## config.mk

```make
export PLATFORM = sky130hd
export DESIGN_NAME = eth_fd_ack_timer
export DESIGN_NICKNAME = d
export VERILOG_FILES = /design/src/source/eth_fd_pkg.sv /design/src/source/eth_fd_ack_timer.sv
export SDC_FILE = /design/constraint.sdc
export NUM_CORES = 1
export LEC_CHECK = 0
export BUFFER_PORTS_ARGS = -buffer_cell sky130_fd_sc_hd__buf_4
export CAP_MARGIN = 20
export CORE_AREA = 2 2 39 41
export DETAILED_ROUTE_END_ITERATION = 8
export DIE_AREA = 0 0 41 43
export PLACE_DENSITY = 0.5
export SLEW_MARGIN = 30
export SYNTH_ARGS = -nofsm -noshare
export SYNTH_HDL_FRONTEND = slang
export SYNTH_SLANG_ARGS = --single-unit
```

## constraint.sdc

```tcl
create_clock -name clk -period 1.45 [get_ports clk]
set_input_delay 0.0725 -clock clk [delete_from_list [all_inputs] [get_ports clk]]
set_output_delay 0.0725 -clock clk [all_outputs]
set_load 0.01 [all_outputs]
```

## src/source/eth_fd_pkg.sv

```systemverilog
/*
 * Shared types of the rule store. Widths are fixed at 2048 words of 30 bits.
 */

package eth_fd_pkg;

	// ~~~~~~~~~~~~~~~~~~~~~~~~~~~~~~~~~~~~~~~~
	// Rule geometry
	// ~~~~~~~~~~~~~~~~~~~~~~~~~~~~~~~~~~~~~~~~

	// 2048 rule words.
	localparam int RULE_ADDR_W = 11;
	localparam int RULE_DATA_W = 30;
	localparam int RULE_WORDS  = 1 << RULE_ADDR_W;

	typedef logic [RULE_ADDR_W-1:0] rule_addr_t;

	// Also serves as the write mask, a set bit takes the new data bit.
	typedef logic [RULE_DATA_W-1:0] rule_word_t;

	// ~~~~~~~~~~~~~~~~~~~~~~~~~~~~~~~~~~~~~~~~
	// Client write command
	// ~~~~~~~~~~~~~~~~~~~~~~~~~~~~~~~~~~~~~~~~

	typedef struct packed {
		rule_addr_t addr;
		rule_word_t mask;
		rule_word_t data;
	} rule_wr_cmd_t;

	// ~~~~~~~~~~~~~~~~~~~~~~~~~~~~~~~~~~~~~~~~
	// Memory bus
	// ~~~~~~~~~~~~~~~~~~~~~~~~~~~~~~~~~~~~~~~~

	// Driven by the access port.
	// Held stable from req rising until the acknowledge.
	typedef struct packed {
		logic       req;
		logic       we;
		rule_addr_t addr;
		rule_word_t wdata;
	} mem_cmd_t;

endpackage

```

## src/source/eth_fd_ack_timer.sv

```systemverilog
/*
 * ACK_LATENCY must be at least 1. One acknowledge per request, and req must
 * drop before the next request is counted.
 */

`timescale 1ns/1ps

module eth_fd_ack_timer
	import eth_fd_pkg::*;
#(
	parameter int ACK_LATENCY = 3
) (
	input  logic     clk,
	input  logic     rst_n,

	input  mem_cmd_t mem_cmd,
	output logic     mem_ack
);

	localparam int CNT_W = $clog2(ACK_LATENCY + 1);

	// Nonzero while a request is being timed.
	logic [CNT_W-1:0] count;

	// Ready to time the next request.
	logic             armed;

	logic             start;

	assign start = armed && mem_cmd.req;

	// ~~~~~~~~~~~~~~~~~~~~~~~~~~~~~~~~~~~~~~~~
	// Latency counter
	// ~~~~~~~~~~~~~~~~~~~~~~~~~~~~~~~~~~~~~~~~

	always_ff @(posedge clk) begin
		if (!rst_n) begin
			count <= '0;
			armed <= 1'b1;
		end else begin
			if (start) begin
				count <= CNT_W'(ACK_LATENCY);
				armed <= 1'b0;
			end else begin
				if (count != '0) begin
					count <= count - 1'b1;
				end

				// Port drops req on the edge after the acknowledge.
				if (!mem_cmd.req) begin
					armed <= 1'b1;
				end
			end
		end
	end

	// Last counted cycle, ACK_LATENCY cycles after the first cycle of req.
	assign mem_ack = (count == CNT_W'(1));

endmodule

```

======== Word-level counts from Yosys, hierarchy flattened ========
Cells that the tools add are included.
W data, S select, Z words.
storage, ports and cells
  logic and storage cells ................. 12
  input port bits ......................... 45
  output and inout port bits .............. 1
  register bits after elaboration ......... 3
operators by class
  add/sub/neg operators ................... 1
  reductions and logical operators ........ 3
  eq/ne operators ......................... 2
  muxes and demuxes ....................... 4
operators by type and width
  cell                   count
  $mux W2                2
  $reduce_bool A2 Y1     2
  $eq A2 B1 Y1 const B   1
  $mux W1                2
  $ne A2 B1 Y1 const B   1
  $sub A2 B1 Y2 const B  1
  $logic_and A1 B1 Y1    1

======== Logic depth before layout (Yosys ltp) ========
  word-level depth ........................ 3
  gate-level depth with buffers ........... 4
  mapped depth without buffers ............ 4

======== Least setup slack after synthesis ========
OpenSTA, ideal clock, no wires.
  path kind ............................... register to register
  start ................................... reg count[0]
  end ..................................... reg count[1]
  arrival time ............................ 1039 ps
  library setup time ...................... 66 ps
  cell stages (with the launch flop) ...... 5
  period minus slack after synthesis ...... 1105 ps
  data required time ...................... 1384 ps
  path buffers ............................ 0
  slack ................................... 345 ps
  path through ............................ dfxtp_1 inv_1 ha_1 mux2_4 a21boi_2
between the ends
  word-level cells in the longest chain between the ends .. 3
  elaborated cells between the ends (all ways) .. 5
  those cells by class .................... add/sub: 1; mux: 2; reduce/logical: 2
ends and longest elaborated chain
  element                 line                    RTL
  from (decl)             eth_fd_ack_timer.sv:23  logic [CNT_W-1:0] count;
  from (signal assigned)  eth_fd_ack_timer.sv:42  count <= CNT_W'(ACK_LATENCY);
  from (signal assigned)  eth_fd_ack_timer.sv:46  count <= count - 1'b1;
  $sub A2 B1 Y2           eth_fd_ack_timer.sv:46
  $mux W2                 eth_fd_ack_timer.sv:45  if (count != '0) begin
  $mux W2                 eth_fd_ack_timer.sv:41  if (start) begin
Several ways; a longest one is shown, not always the timed one. The select of a mux whose other input is x is not followed.
A chain may end at the register's enable or synchronous reset.

======== Worst setup path in the final report ========
Same ends and word-level chain as after synthesis.

==> impl.org <==
** Drt
- Drt initial violations :: 1
- Routed via count :: 102
- Drt wl/cell :: 5.944 um
- Dividing the detail-routed via count by the number of cells gives 2.833.
- Total iterations of the first detailed-routing run :: 2
- The count of nets left with antenna violations once routing finished came out at 0.
- After detailed routing, the number of remaining DRC violations is 0.
- Total wirelength of the detailed-routed design :: 214 um

** Synthesis
- Post-synthesis area per instance :: 10.97 um^2
- By instance count, the leading cell after synthesis is dfxtp_1.
- The cell area that synthesis handed to floorplanning was 142.6 um^2.
- The Yosys step of the flow raised 0 warnings.
- The number of different library cells used by synthesis comes to 8.
- dfxtp_1 takes more of the synthesized area than any other cell.
- In this run, synthesis inferred 0 flip-flops with an integrated enable.
- Portion of the post-synthesis area used by sequential elements :: 42.11%
- Share of the synthesized area in the top cell type :: 42.11%
- By area the synthesized netlist is led by dfxtp_1 42%, ha_1 18%, mux2_4 11%.
- Counting flops with an async set or reset pin after synthesis yields a share of 0%.
- Cell types with the highest counts after synthesis :: 3 x dfxtp_1, 2 x ha_1, 2 x inv_1, 2 x nand2_1
- Gate count of the mapped netlist :: 13
- Dominant register cell in the synthesized netlist :: dfxtp_1
- Flop and latch count out of synthesis :: 3
- When the netlist entered floorplanning its net count stood at 60.

** Cells and area
- Fill cells :: 158
- Ratio of cells with drive above 1 in the final layout :: 40.00%
- Post-synthesis to final-layout area growth :: 48.25%
- Leaving out filler cells and counting taps, the final layout contains 36.
- The number of antenna diodes in the final layout is 0.
- Nets :: 68

** Placed design
- Placed cell count :: 32
- Routability-driven placement finished with a final weighted congestion of 0.5820.
- During placement, the flow inserted port buffers numbering 3.
- Worst setup slack after placement :: 0.2976 ns
- Post-detail-place hpwl :: 148.5 um

** Floorplanning
- Once the floorplan was initialized, standard cells occupied 10.31% of the core.
- The floorplan step set the die width to 41 um.
- CORE AREA :: 0.001384 mm^2
- Vert. Die Dim :: 43 um
- Number of ports placed on the die boundary :: 46
- The initialized floorplan defines 14 standard-cell rows.
- Overall die area :: 0.001763 mm^2

** Timing
- In this run the tightest slew margin relative to its limit is 90.77%.
- Setup slack closes at 0.2987 ns.
- Final hold analysis gives a worst-case slack of 0.01279 ns.
- Time the worst path needs with I/O delays and setup :: 1.151 ns
- For the pin with the worst max-slew slack, the measured transition is 0.1372 ns.
- Maximum clock frequency :: 868.6 MHz
- After layout, the worst path uses 79.40% of the clock period.
- Count of final max-slew check failures :: 0
- Unrepaired setup endpoints after global routing :: no
- The hold violation total from the final report came to 0.
- Setup violations remaining at the end of the flow were counted as 0.
- Adding up every negative setup slack in the final design gives 0 ns.
- Worst clock skew :: 0.0008238 ns

** CTS
- Gates resized during post-CTS repair numbered 0.
- Clock insertion delay at the later pin of the skew report :: 0.23 ns
- CTS tree :: done
- In this run the number of H-tree levels came out at 1.
- Total CTS buffers :: 3
- Counting every sink on the clock net gives 3.
- Clk root buf :: clkbuf_4
- CTS Buffer Depth :: 2
- Post-CTS setup buffer count :: 0
- Clock-pin slew reported for the worst setup and hold paths after clock tree synthesis :: 0.04 ns
- Hold repair after CTS inserted 0 buffers.

** Critical path
- Worst stage delay on the critical path :: 0.36 ns
- STA classifies the critical path endpoint as a register.
- At the worst endpoint, the required time is 1.62 ns.
- For the worst setup path, the data arrival time is 1.32 ns.
- Depth of the most critical reg-to-reg path :: 4
- STA classifies the critical path startpoint as a register.
- The signal on the critical path passes through inv_1, ha_1, mux2_4, a21boi_2.
- Critical path class :: register to register
- Critical-path top delay cell :: dfxtp_1
- Maximum fanout encountered on the critical timing path :: 3

** Flow run
- Max-cap violations in this run came to 0.

** Global routing
- Remaining global-route overflow :: 0
- Largest net degree at the start of global routing :: 4
- The initial antenna violation count came to 0.
- Total GRT Usage :: 4.208%
- First-pass GRT wire length :: 441 um
- The number of global-route vias before repair is 118.

** Power
- Maximum ir drop on the vdd rail :: 0.3828 mV
- Power spread over the standard cell area amounts to 1513 mW/mm^2.
- Leakage :: 0.1013 nW
- Total Power :: 319.8 uW

** Hold path
- In this run the worst hold path is classified as input port to register.
- The worst hold path was traced through 2 stages.

** Run status
- The flow ran to the end, and the final reports show no timing, DRC or antenna violations.
-- worst max-delay path: cells and delay by family (launching register included) --
kind	cells	cell delay, ns
AOI/OAI and AO/OA	1	0.12
adders and majority gates	1	0.28
buffers and inverters	1	0.06
DFF	1	0.36
muxes	1	0.27
-- registers in the layout, indices dropped and copies added, names as in the netlist --
signal,flops
armed,1
count,2
-- per-layer routing --
metal  GRT usage, %  share of wire (%)
met1          4.153                 51
met2          4.375                 37
met3          4.712                 11
met4          4.000                  0
met5              0                  0
-- kinds of logic after synthesis --
group	Yosys count	share of synthesized area, %
xor gates and xnor gates	1	6.141
DFF	3	42.11
muxes	1	10.52
buffers and inverters	2	5.265
AOI/OAI and AO/OA	2	13.16
adders and majority gates	2	17.54
and+or+nand+nor	2	5.265
-- final timing paths --
check	startpoint	endpoint	slack, ns
max reg2reg	count[0]	count[1]	0.30
min reg2reg	armed	count[1]	0.46
min	mem_cmd[42]	armed	0.01
max	count[0]	count[1]	0.30
-- metrics by stage --
stage / area [um^2] / util (%)
3_5_place_dp: 185.2 / 13.38
5_1_grt: 211.5 / 15.28
4_1_cts: 211.5 / 15.28
6_report: 211.5 / 15.28
3_3_place_gp: 185.2 / 13.38
2_1_floorplan: 142.6 / -
-- where the power goes --
group	total [mW]	internal [mW]	switching, mW
clock	0.144	0.103	0.0408
sequential	0.101	0.0948	0.00626
combinational	0.0750	0.0439	0.0311
total	0.320	0.242	0.0782
-- final cells by class --
class                      instances  area, um^2  area share [%]
inverter                           2       7.507           3.550
tap                               16       20.02           9.467
multi-input combinational          8       75.07           35.50
timing repair buffer               3       22.52           10.65
clock buffer                       4       26.28           12.43
sequential                         3       60.06           28.40
-- placed cells by master (no fill, tap or decap) --
master    n
clkbuf_1  1
ha_1      2
buf_4     3
a21boi_0  1
inv_1     2
clkbuf_4  3
mux2_4    1
dfxtp_1   3
xor2_1    1
nand2_1   2
a21boi_2  1
(Power assumes the default switching activity.)
