$ cat src/source/eth_fd_pkg.sv
/*
 * Shared types of the rule store. Widths are fixed at 2048 words of 30 bits.
 */

package eth_fd_pkg;

	// ~~~~~~~~~~~~~~~~~~~~~~~~~~~~~~~~~~~~~~~~
	// Rule geometry
	// ~~~~~~~~~~~~~~~~~~~~~~~~~~~~~~~~~~~~~~~~

	// 2048 rule words.
	localparam int RULE_ADDR_W = 11;
	localparam int RULE_DATA_W = 30;
	localparam int RULE_WORDS  = 1 << RULE_ADDR_W;

	typedef logic [RULE_ADDR_W-1:0] rule_addr_t;

	// Also serves as the write mask, a set bit takes the new data bit.
	typedef logic [RULE_DATA_W-1:0] rule_word_t;

	// ~~~~~~~~~~~~~~~~~~~~~~~~~~~~~~~~~~~~~~~~
	// Client write command
	// ~~~~~~~~~~~~~~~~~~~~~~~~~~~~~~~~~~~~~~~~

	typedef struct packed {
		rule_addr_t addr;
		rule_word_t mask;
		rule_word_t data;
	} rule_wr_cmd_t;

	// ~~~~~~~~~~~~~~~~~~~~~~~~~~~~~~~~~~~~~~~~
	// Memory bus
	// ~~~~~~~~~~~~~~~~~~~~~~~~~~~~~~~~~~~~~~~~

	// Driven by the access port.
	// Held stable from req rising until the acknowledge.
	typedef struct packed {
		logic       req;
		logic       we;
		rule_addr_t addr;
		rule_word_t wdata;
	} mem_cmd_t;

endpackage

$ cat src/source/eth_fd_dram_port.sv
/*
 * Strobes are sampled only in idle and are otherwise ignored. A write wins over a read
 * in the same cycle. A partial-mask write costs two memory transactions.
 */

`timescale 1ns/1ps

module eth_fd_dram_port
	import eth_fd_pkg::*;
(
	input  logic         clk,
	input  logic         rst_n,

	// Client side.
	input  logic         read_req,
	input  rule_addr_t   read_addr,
	input  logic         write_req,
	input  rule_wr_cmd_t write_cmd,
	output logic         done,
	output rule_word_t   read_data,

	// Memory bus.
	output mem_cmd_t     mem_cmd,
	input  logic         mem_ack,
	input  rule_word_t   mem_rdata
);

	typedef enum logic [1:0] {
		ST_IDLE,
		ST_READ_MEM,
		ST_WRITE_MEM
	} state_t;

	state_t     state;

	// Acknowledge of the previous cycle.
	logic       mem_ack_prev;
	logic       xact_end;

	// Masked write waiting for its read half.
	logic       write_pending;

	rule_word_t mask_q;
	rule_word_t merged;

	// New data where the mask is set, old data elsewhere.
	function automatic rule_word_t merge_word(
		rule_word_t new_data,
		rule_word_t old_data,
		rule_word_t mask
	);
		merge_word = (new_data & mask) | (old_data & ~mask);
	endfunction

	// Transaction ends the cycle after the acknowledge pulse.
	assign xact_end = mem_ack_prev && !mem_ack;

	assign merged = merge_word(mem_cmd.wdata, mem_rdata, mask_q);

	// The word of the last operation sits in wdata until the next one starts.
	assign read_data = mem_cmd.wdata;

	// ~~~~~~~~~~~~~~~~~~~~~~~~~~~~~~~~~~~~~~~~
	// Held write mask
	// ~~~~~~~~~~~~~~~~~~~~~~~~~~~~~~~~~~~~~~~~

	// A plain read clears it, so the merge passes the read word through.
	always_ff @(posedge clk) begin
		if (state == ST_IDLE) begin
			if (write_req) begin
				mask_q <= write_cmd.mask;
			end else if (read_req) begin
				mask_q <= '0;
			end
		end
	end

	// ~~~~~~~~~~~~~~~~~~~~~~~~~~~~~~~~~~~~~~~~
	// Access FSM
	// ~~~~~~~~~~~~~~~~~~~~~~~~~~~~~~~~~~~~~~~~

	always_ff @(posedge clk) begin
		if (!rst_n) begin
			state         <= ST_IDLE;
			mem_cmd       <= '0;
			done          <= 1'b0;
			write_pending <= 1'b0;
			mem_ack_prev  <= 1'b0;
		end else begin
			done         <= 1'b0;
			mem_ack_prev <= mem_ack;

			case (state)
				ST_IDLE: begin
					if (write_req) begin
						mem_cmd.req   <= 1'b1;
						mem_cmd.addr  <= write_cmd.addr;
						mem_cmd.wdata <= write_cmd.data;

						if (&write_cmd.mask) begin
							// Full mask, no need to read first.
							state      <= ST_WRITE_MEM;
							mem_cmd.we <= 1'b1;
						end else begin
							state         <= ST_READ_MEM;
							mem_cmd.we    <= 1'b0;
							write_pending <= 1'b1;
						end
					end else if (read_req) begin
						state        <= ST_READ_MEM;
						mem_cmd.req  <= 1'b1;
						mem_cmd.we   <= 1'b0;
						mem_cmd.addr <= read_addr;
					end
				end

				ST_READ_MEM: begin
					if (mem_ack) begin
						mem_cmd.req <= 1'b0;
					end else if (xact_end) begin
						mem_cmd.wdata <= merged;

						if (write_pending) begin
							// Second half of a masked write, same address.
							state         <= ST_WRITE_MEM;
							mem_cmd.req   <= 1'b1;
							mem_cmd.we    <= 1'b1;
							write_pending <= 1'b0;
						end else begin
							state <= ST_IDLE;
							done  <= 1'b1;
						end
					end
				end

				ST_WRITE_MEM: begin
					if (mem_ack) begin
						mem_cmd.req <= 1'b0;
					end else if (xact_end) begin
						state      <= ST_IDLE;
						mem_cmd.we <= 1'b0;
						done       <= 1'b1;
					end
				end

				default: begin
					state <= ST_IDLE;
				end
			endcase
		end
	end

endmodule

$ cat config.mk
export PLATFORM = sky130hd
export DESIGN_NAME = eth_fd_dram_port
export DESIGN_NICKNAME = d
export VERILOG_FILES = /design/src/source/eth_fd_pkg.sv /design/src/source/eth_fd_dram_port.sv
export SDC_FILE = /design/constraint.sdc
export NUM_CORES = 1
export LEC_CHECK = 0
export ABC_AREA = 1
export BUFFER_PORTS_ARGS = -buffer_cell sky130_fd_sc_hd__buf_2
export CORE_MARGIN = 8
export CORE_UTILIZATION = 50
export CTS_CLUSTER_SIZE = 16
export DETAILED_ROUTE_END_ITERATION = 6
export GPL_TIMING_DRIVEN = 0
export MAX_ROUTING_LAYER = met4
export PLACE_DENSITY = 0.95
export SYNTH_ARGS = -nofsm -noshare
export SYNTH_HDL_FRONTEND = slang
export SYNTH_SLANG_ARGS = --single-unit
$ cat constraint.sdc
create_clock -name clk -period 2.9 [get_ports clk]
set_input_delay 0.29 -clock clk [delete_from_list [all_inputs] [get_ports clk]]
set_output_delay 0.29 -clock clk [all_outputs]
set_load 0.02 [all_outputs]
### Word-level counts from Yosys, hierarchy flattened

Cells that the tools add are included.

* bits in registers: 78
* input port bits: 117
* output and inout bits: 74
* word-level logic and storage cells: 74

* equality and inequality tests: 13
* mux-type cells: 35
* bitwise gates (word level): 4
* reductions and logical operators: 13

Operator list (number)
* 30-bit two-way mux: 5
* 30-bit AND: 2
* 30-bit one-hot mux with 2 select lines: 1
* 30-bit NOT: 1
* 30-bit bitwise OR: 1
* 30-bit AND reduction: 1
* 13-bit two-way mux: 2
* 2-bit two-way mux: 10
* 2-bit inequality test, second input constant: 8
* 5-bit AND reduction: 3
* 1-bit two-way mux: 13
* 2-bit one-hot mux with 3 select lines: 2
* 3-bit inequality test, second input constant: 3
* 7-bit AND reduction: 1
* 1-bit one-hot mux with 2 select lines: 2
* 4-bit AND reduction: 1
* 2-bit nonzero test: 2
* 3-bit nonzero test: 1
* 2-bit by 1-bit equality test with 1-bit output, second input constant: 1
* 2-bit equality test, second input constant: 1
* 2-bit zero test: 1
* 2-bit AND reduction: 1
* 1-bit logical AND: 1
* 1-bit zero test: 1

### Depth between registers and ports, before layout

Gate-level depths: netlist of the first run.

* depth after elaboration: 6
* mapped depth: 10
* gate-level depth less buffers: 9

### Worst setup path before layout of the first run

OpenSTA, ideal clock, no wires.

* path type: flip-flop to flip-flop
* start point: reg state[0]
* end point: reg mask_q[0], enable pin
* library setup time: 0.376 ns
* arrival time: 1.335 ns
* data required time: 2.524 ns
* slack: 1.189 ns
* stages on the path, launching flop included: 5
* buffers on the path: 1
* clock period less this slack: 1.711 ns
* path through: dfxtp_1 inv_1 ha_1 o21a_1 buf_2

* cells in the longest elaborated chain, start to end: 2

RTL lines
* start, declared: line eth_fd_dram_port.sv:34 `state_t state;`
* start signal, assigned: line eth_fd_dram_port.sv:84 `state <= ST_IDLE;`
* start signal, assigned: line eth_fd_dram_port.sv:102 `state <= ST_WRITE_MEM;`
* start signal, assigned: line eth_fd_dram_port.sv:105 `state <= ST_READ_MEM;`
* 2-bit zero test: line eth_fd_dram_port.sv:69 `if (state == ST_IDLE) begin`
* 2-bit AND reduction (no line)
* end signal, assigned: line eth_fd_dram_port.sv:71 `mask_q <= write_cmd.mask;`
* end, declared: line eth_fd_dram_port.sv:43 `rule_word_t mask_q;`

Every way passes these cells.
A chain may end at the register's enable or synchronous reset.

### Worst setup path after layout of the first run

* start point: reg state[1]
* end point: reg mask_q[28], enable pin

Same word-level chain as after synthesis.

==> flow_summary.json, run 1 <==
{
  "synthArstFlopShare": 0,
  "rsz0062_at_grt": "no",
  "grt_max_degree": 40,
  "synth_cells": 445,
  "syn_nets": 566,
  "leakage_nw": 2.70,
  "clock_path_buffers": 2,
  "fin_tns_setup_ps": 0,
  "die_height_um": 105,
  "num_antenna_cells": 0,
  "grt_overflow_total": 0,
  "ctsResizeCount": 0,
  "netlist.area_leader.share": 0.245,
  "max_cap_violations": 0,
  "io_pins": 191,
  "initial_utilization": 0.511,
  "clock_sinks": 78,
  "cp_max_fo": 39,
  "nets": 766,
  "ys_ff_latch": 78,
  "coreArea_mm2": 0.00769,
  "final_common_cell": "buf_2",
  "critPathSlowestCell": "buf_2",
  "cts_max_level": 3,
  "chipWidth_um": 105,
  "dr.pass1.iters": 5,
  "rows": 32,
  "crit_arrival_ps": 2050,
  "p_per_area_mw_per_mm2": 1010,
  "synth.avg_cell_area_um2": 8.82,
  "seq_power_share": 0.352,
  "worstSetupStartpointType": "flip-flop",
  "drc_errors": 0,
  "wl_per_cell_um": 16.1,
  "grt_pass1_wl_mm": 19.2,
  "endpoint_kind": "flip-flop",
  "synth.top_cells.by_area": "dfxtp_1 24%, edfxtp_1 23%, nand2_1 8.6%",
  "drv_slew": 0,
  "tightestPinTransition_ps": 845,
  "fmax_mhz": 481,
  "antenna_found_initial": 0,
  "fin_crit_ps": 2080,
  "syn_area_mm2": 0.00393,
  "period_share": 0.717,
  "hold_viol_final": 0,
  "cts_tree": "done",
  "grt_pass1_vias": 3950,
  "synth_ff_type": "dfxtp_1",
  "clock_skew_ps": 10.5,
  "drive_above_1_share": 0.432,
  "dieArea_mm2": 0.0109,
  "synth-edff-count": 30,
  "cp.required_ps": 2870,
  "clkTransAtPathRegs_ps": 80,
  "totalWireLength_mm": 12.1,
  "path_cells": "inv_1 -> ha_1 -> o21a_1 -> buf_2",
  "layout_common_cells": "194 x buf_2, 90 x nand2_1, 48 x dfxtp_1, 42 x inv_1, 42 x a21oi_1",
  "clock-root-buffer": "clkbuf_8",
  "setup_viol": 0,
  "ys_seq_area_frac": 0.474,
  "io_buffers": 189,
  "crit_type": "reg2reg",
  "yosysTopAreaCell": "dfxtp_1",
  "drt_iter0_drc": 152,
  "switching_share": 0.421,
  "p_clk_frac": 0.171,
  "max_stage_delay_ps": 700,
  "place_congestion": 0.943,
  "avgViaCountPerCell": 5.03,
  "ir_drop_uv": 460,
  "dpl.hpwl_mm": 9.72,
  "p_switching_mw": 2.22,
  "yosysWarningCount": 0,
  "combinationalPowerShare": 0.477,
  "cts_buffers": 9,
  "cts_setup_buffers": 0,
  "fin_total_pwr_mw": 5.28,
  "hp-class": "in2reg",
  "clock_latency_ps": 350,
  "ctsHoldBuffers": 0,
  "vias": 3783,
  "status": "completed",
  "drtAntennaViolNets": 0,
  "maxSlewHeadroom": 0.437,
  "synthToLayoutAreaGrowth_pct": 33.1,
  "grt_use_total": 0.220,
  "internal_power_mw": 3.06,
  "ys_types": 25
}
==> area by class of cell <==
type                       count  area (um^2)
clock inverter                 5         62.6
clock buffer                  11          163
buffer                        53          363
multi-input combinational    271         1540
sequential                    78         1860
fill                         604         2460
inverter                      43          161
timing repair buffer         189          946
tap                          102          128
==> through the flow <==
step / setup slack, ps / util / hold slack, ps / area [um^2] / cells
CTS: 812 / 0.680 / 157 / 5220 / 752
floorplan: 1190 / - / 383 / 3930 / 445
finish: 821 / 0.680 / 167 / 5220 / 752
global route: 678 / 0.680 / 166 / 5220 / 752
global placement: 882 / 0.650 / 451 / 5000 / 736
detailed placement: 827 / 0.650 / 465 / 5000 / 736
==> path summary, 6_finish.rpt <==
| kind | end | start | cells past startpoint | slack (ps) |
|---|---|---|---|---|
| hold / removal | mem_ack_prev | mem_ack | 3 | 170 |
| setup reg to reg | mask_q[28] | state[1] | 4 | 820 |
| setup / recovery | mask_q[28] | state[1] | 4 | 820 |
| hold reg to reg | mem_cmd[41] | mem_cmd[41] | 2 | 480 |
==> power by group through the flow <==
stage | sequential [mW] | clock [mW] | combinational (mW)
floorplan | 2.09 | 0 | 1.55
global placement | 1.85 | 0 | 2.44
detailed placement | 1.88 | 0 | 2.53
CTS | 1.86 | 0.910 | 2.54
global route | 1.90 | 0.963 | 2.73
finish | 1.86 | 0.905 | 2.52
==> cells by family (layout without fill, tap and decap cells) <==
group | after synthesis | count (layout) | share of synthesized area
AO/OA/AOI/OAI | 126 | 126 | 0.193
adder cells (fa/ha/maj) | 4 | 4 | 0.0128
multiplexers | 29 | 29 | 0.0740
flip-flops | 78 | 78 | 0.474
buffers and inverters | 96 | 301 | 0.134
AND/OR/NAND/NOR | 112 | 112 | 0.112
==> critical path: cells and delay by family, from the launching register on <==
| kind | cells | cell delay, ps |
|---|---|---|
| AOI/OAI and AO/OA | 1 | 250 |
| DFF | 1 | 350 |
| adders and majority gates | 1 | 280 |
| buffers and inverters | 2 | 800 |
==> Yosys cell counts, types with 4 or more instances <==
cell      number
mux2i_1       29
buf_2          5
o21ai_0       13
clkbuf_1       6
a21oi_1       42
a21oi_2       29
ha_1           4
nand3_1        5
dfxtp_1       48
edfxtp_1      30
nand2_1       90
nor2_1        12
a31oi_1       11
buf_4         34
inv_1         42
o21ai_1       29
==> per-layer routing <==
metal | part of all wire | GRT usage | up-vias
met3 | 0.074 | 0.0602 | 24
met2 | 0.52 | 0.389 | 164
li1 | - | - | 1872
met4 | 0.022 | 0.0815 | 0
met1 | 0.39 | 0.229 | 1723
met5 | 0 | - | -
(Power assumes the default switching activity.)
==> run 2: changes to the inputs <==
--- a/config.mk
+++ b/config.mk
@@ -8,12 +8,12 @@
 export ABC_AREA = 1
 export BUFFER_PORTS_ARGS = -buffer_cell sky130_fd_sc_hd__buf_2
 export CORE_MARGIN = 8
-export CORE_UTILIZATION = 50
+export CORE_UTILIZATION = 42
 export CTS_CLUSTER_SIZE = 16
 export DETAILED_ROUTE_END_ITERATION = 6
 export GPL_TIMING_DRIVEN = 0
 export MAX_ROUTING_LAYER = met4
-export PLACE_DENSITY = 0.95
+export PLACE_DENSITY = 0.86
 export SYNTH_ARGS = -nofsm -noshare
 export SYNTH_HDL_FRONTEND = slang
 export SYNTH_SLANG_ARGS = --single-unit
==> constraint.sdc (replaced) <==
create_clock -name clk -period 1.9 [get_ports clk]
set_input_delay 0.19 -clock clk [delete_from_list [all_inputs] [get_ports clk]]
set_output_delay 0.19 -clock clk [all_outputs]
set_load 0.02 [all_outputs]
==> run 2 against run 1 <==
  * Critical path depth unchanged
  * Wire length down 4.3%
  * Worst hold slack worse by 95 ps
  * Die area up 16%
  * Non-clock buffer count unchanged
  * Cell count up 1.2%
  * Clock skew up 2.5 ps
  * Largest power group unchanged
  * Global-route usage down 4.1 points
  * Via count down 2.7%
  * First-iteration DRC count up 16%
  * Count of clock-buffer cells in the layout down 1
==> flow_summary.json, run 2 (synthesized netlist as in run 1, its figures left out) <==
{
  "rr_worst_depth": 4,
  "drtAntennaViolNets": 0,
  "ctsHoldBuffers": 0,
  "layout_common_cells": "193 x buf_2, 90 x nand2_1, 48 x dfxtp_1, 42 x inv_1, 42 x a21oi_1",
  "r2r-start": "state[1]",
  "cts_max_level": 3,
  "crit_arrival_ps": 1710,
  "rsz0062_at_grt": "no",
  "place_area_mm2": 0.00501,
  "totalWireLength_mm": 11.6,
  "initial_utilization": 0.429,
  "die_height_um": 113,
  "setup_viol": 0,
  "drive_above_1_share": 0.429,
  "drv_slew": 0,
  "io_pins": 191,
  "grt_overflow_total": 0,
  "tightestPinTransition_ps": 463,
  "status": "completed",
  "fin_hold_ws_ps": 72.1,
  "io_buffers": 189,
  "p_clk_frac": 0.155,
  "rows": 35,
  "fin_ws_ps": 191,
  "crit_path_start": "state[1]",
  "coreArea_mm2": 0.00915,
  "clock_latency_ps": 340,
  "period_share": 0.899,
  "fin_util": 0.569,
  "avgViaCountPerCell": 4.83,
  "worstSetupStartpointType": "flip-flop",
  "drt_iter0_drc": 176,
  "nets": 766,
  "stdcell_count": 761,
  "hold_depth": 3,
  "wl_per_cell_um": 15.2,
  "clock-root-buffer": "clkbuf_8",
  "final_design_area_no_fill_mm2": 0.00521,
  "fin_crit_ps": 1710,
  "drc_errors": 0,
  "p_per_area_mw_per_mm2": 1520,
  "fmax_mhz": 585,
  "switching_share": 0.424,
  "clkTransAtPathRegs_ps": 80,
  "place_congestion": 0.844,
  "chipWidth_um": 113,
  "dpl.hpwl_mm": 9.36,
  "combinationalPowerShare": 0.488,
  "dr.pass1.iters": 4,
  "post-place-cells": 745,
  "seq_power_share": 0.356,
  "crit_type": "reg2reg",
  "clock_path_buffers": 2,
  "maxSlewHeadroom": 0.691,
  "cts_tree": "done",
  "grt_pass1_wl_mm": 17.9,
  "hp-class": "in2reg",
  "dieArea_mm2": 0.0127,
  "grt_pass1_vias": 3784,
  "clock_skew_ps": 13.0,
  "ir_drop_uv": 537,
  "cp_max_fo": 39,
  "grt_max_degree": 40,
  "p_switching_mw": 3.34,
  "fin_total_pwr_mw": 7.89,
  "hp-start": "mem_ack",
  "max_cap_violations": 0,
  "n_fill_cell": 822,
  "vias": 3679,
  "antenna_found_initial": 0,
  "fin_tns_setup_ps": 0,
  "internal_power_mw": 4.54,
  "endpoint_kind": "flip-flop",
  "cp.required_ps": 1900,
  "hold_viol_final": 0,
  "synthToLayoutAreaGrowth_pct": 32.6,
  "cts_buffers": 9,
  "pre_cts_ws_ps": -226,
  "clock_sinks": 78,
  "num_antenna_cells": 0,
  "grt_use_total": 0.179,
  "leakage_nw": 2.69,
  "final_common_cell": "buf_2"
}
## run 2: changes by cell type in the layout (fill, tap and decap cells not counted)
cell	change
inv_6	-2
clkbuf_16	-1
buf_6	+1
buf_2	-1
clkbuf_8	-1
clkinv_2	+1
clkinv_4	+1
clkbuf_1	+1
clkinv_1	+1
## run 2: layer usage
layer  vias to the layer above  share of wire  routed length (um)  track usage
li1                       1862              -                   -            -
met1                      1688           0.40                4690        0.179
met5                         -              0                   0            -
met3                        19          0.055                 634       0.0467
met4                         0          0.019                 222       0.0701
met2                       110           0.52                6050        0.327
## run 2: worst max-delay path, cell delays in order, from the launching register on
cell,delay [ps]
dfxtp_1,340
inv_1,100
ha_1,280
o21a_1,290
buf_6,360
## run 2: repair_timing
action                                  in CTS  in global routing
endpoints found under the hold margin        0                  0
buffers inserted                             0                  0
endpoints found under the setup margin      39                 36
resized for setup                            1                  1
## run 2: power groups by stage
stage          registers (mW)  clock network (mW)  logic, mW
2_1_floorplan            3.18                   0       2.37
3_3_place_gp             2.81                   0       3.78
4_1_cts                  2.81                1.25       3.90
3_5_place_dp             2.85                   0       3.89
6_report                 2.81                1.23       3.85
5_1_grt                  2.88                1.31       4.21
## run 2: final timing paths
check / to / slack (ps)
max: mask_q[3] / 190
min: mem_ack_prev / 70
max reg2reg: mask_q[3] / 190
min reg2reg: mem_cmd[42] / 470
## run 2: area by class of cell
| class | count | area, um^2 | share of cell area |
|---|---|---|---|
| flip-flops and latches | 78 | 1860 | 0.358 |
| multi-input cells | 271 | 1540 | 0.296 |
| repair buffers | 189 | 946 | 0.182 |
| plain buffers | 53 | 369 | 0.0709 |
| inverters | 43 | 161 | 0.0310 |
| well taps | 111 | 139 | 0.0267 |
| clock buffers | 10 | 128 | 0.0245 |
| clock inverters | 6 | 62.6 | 0.0120 |
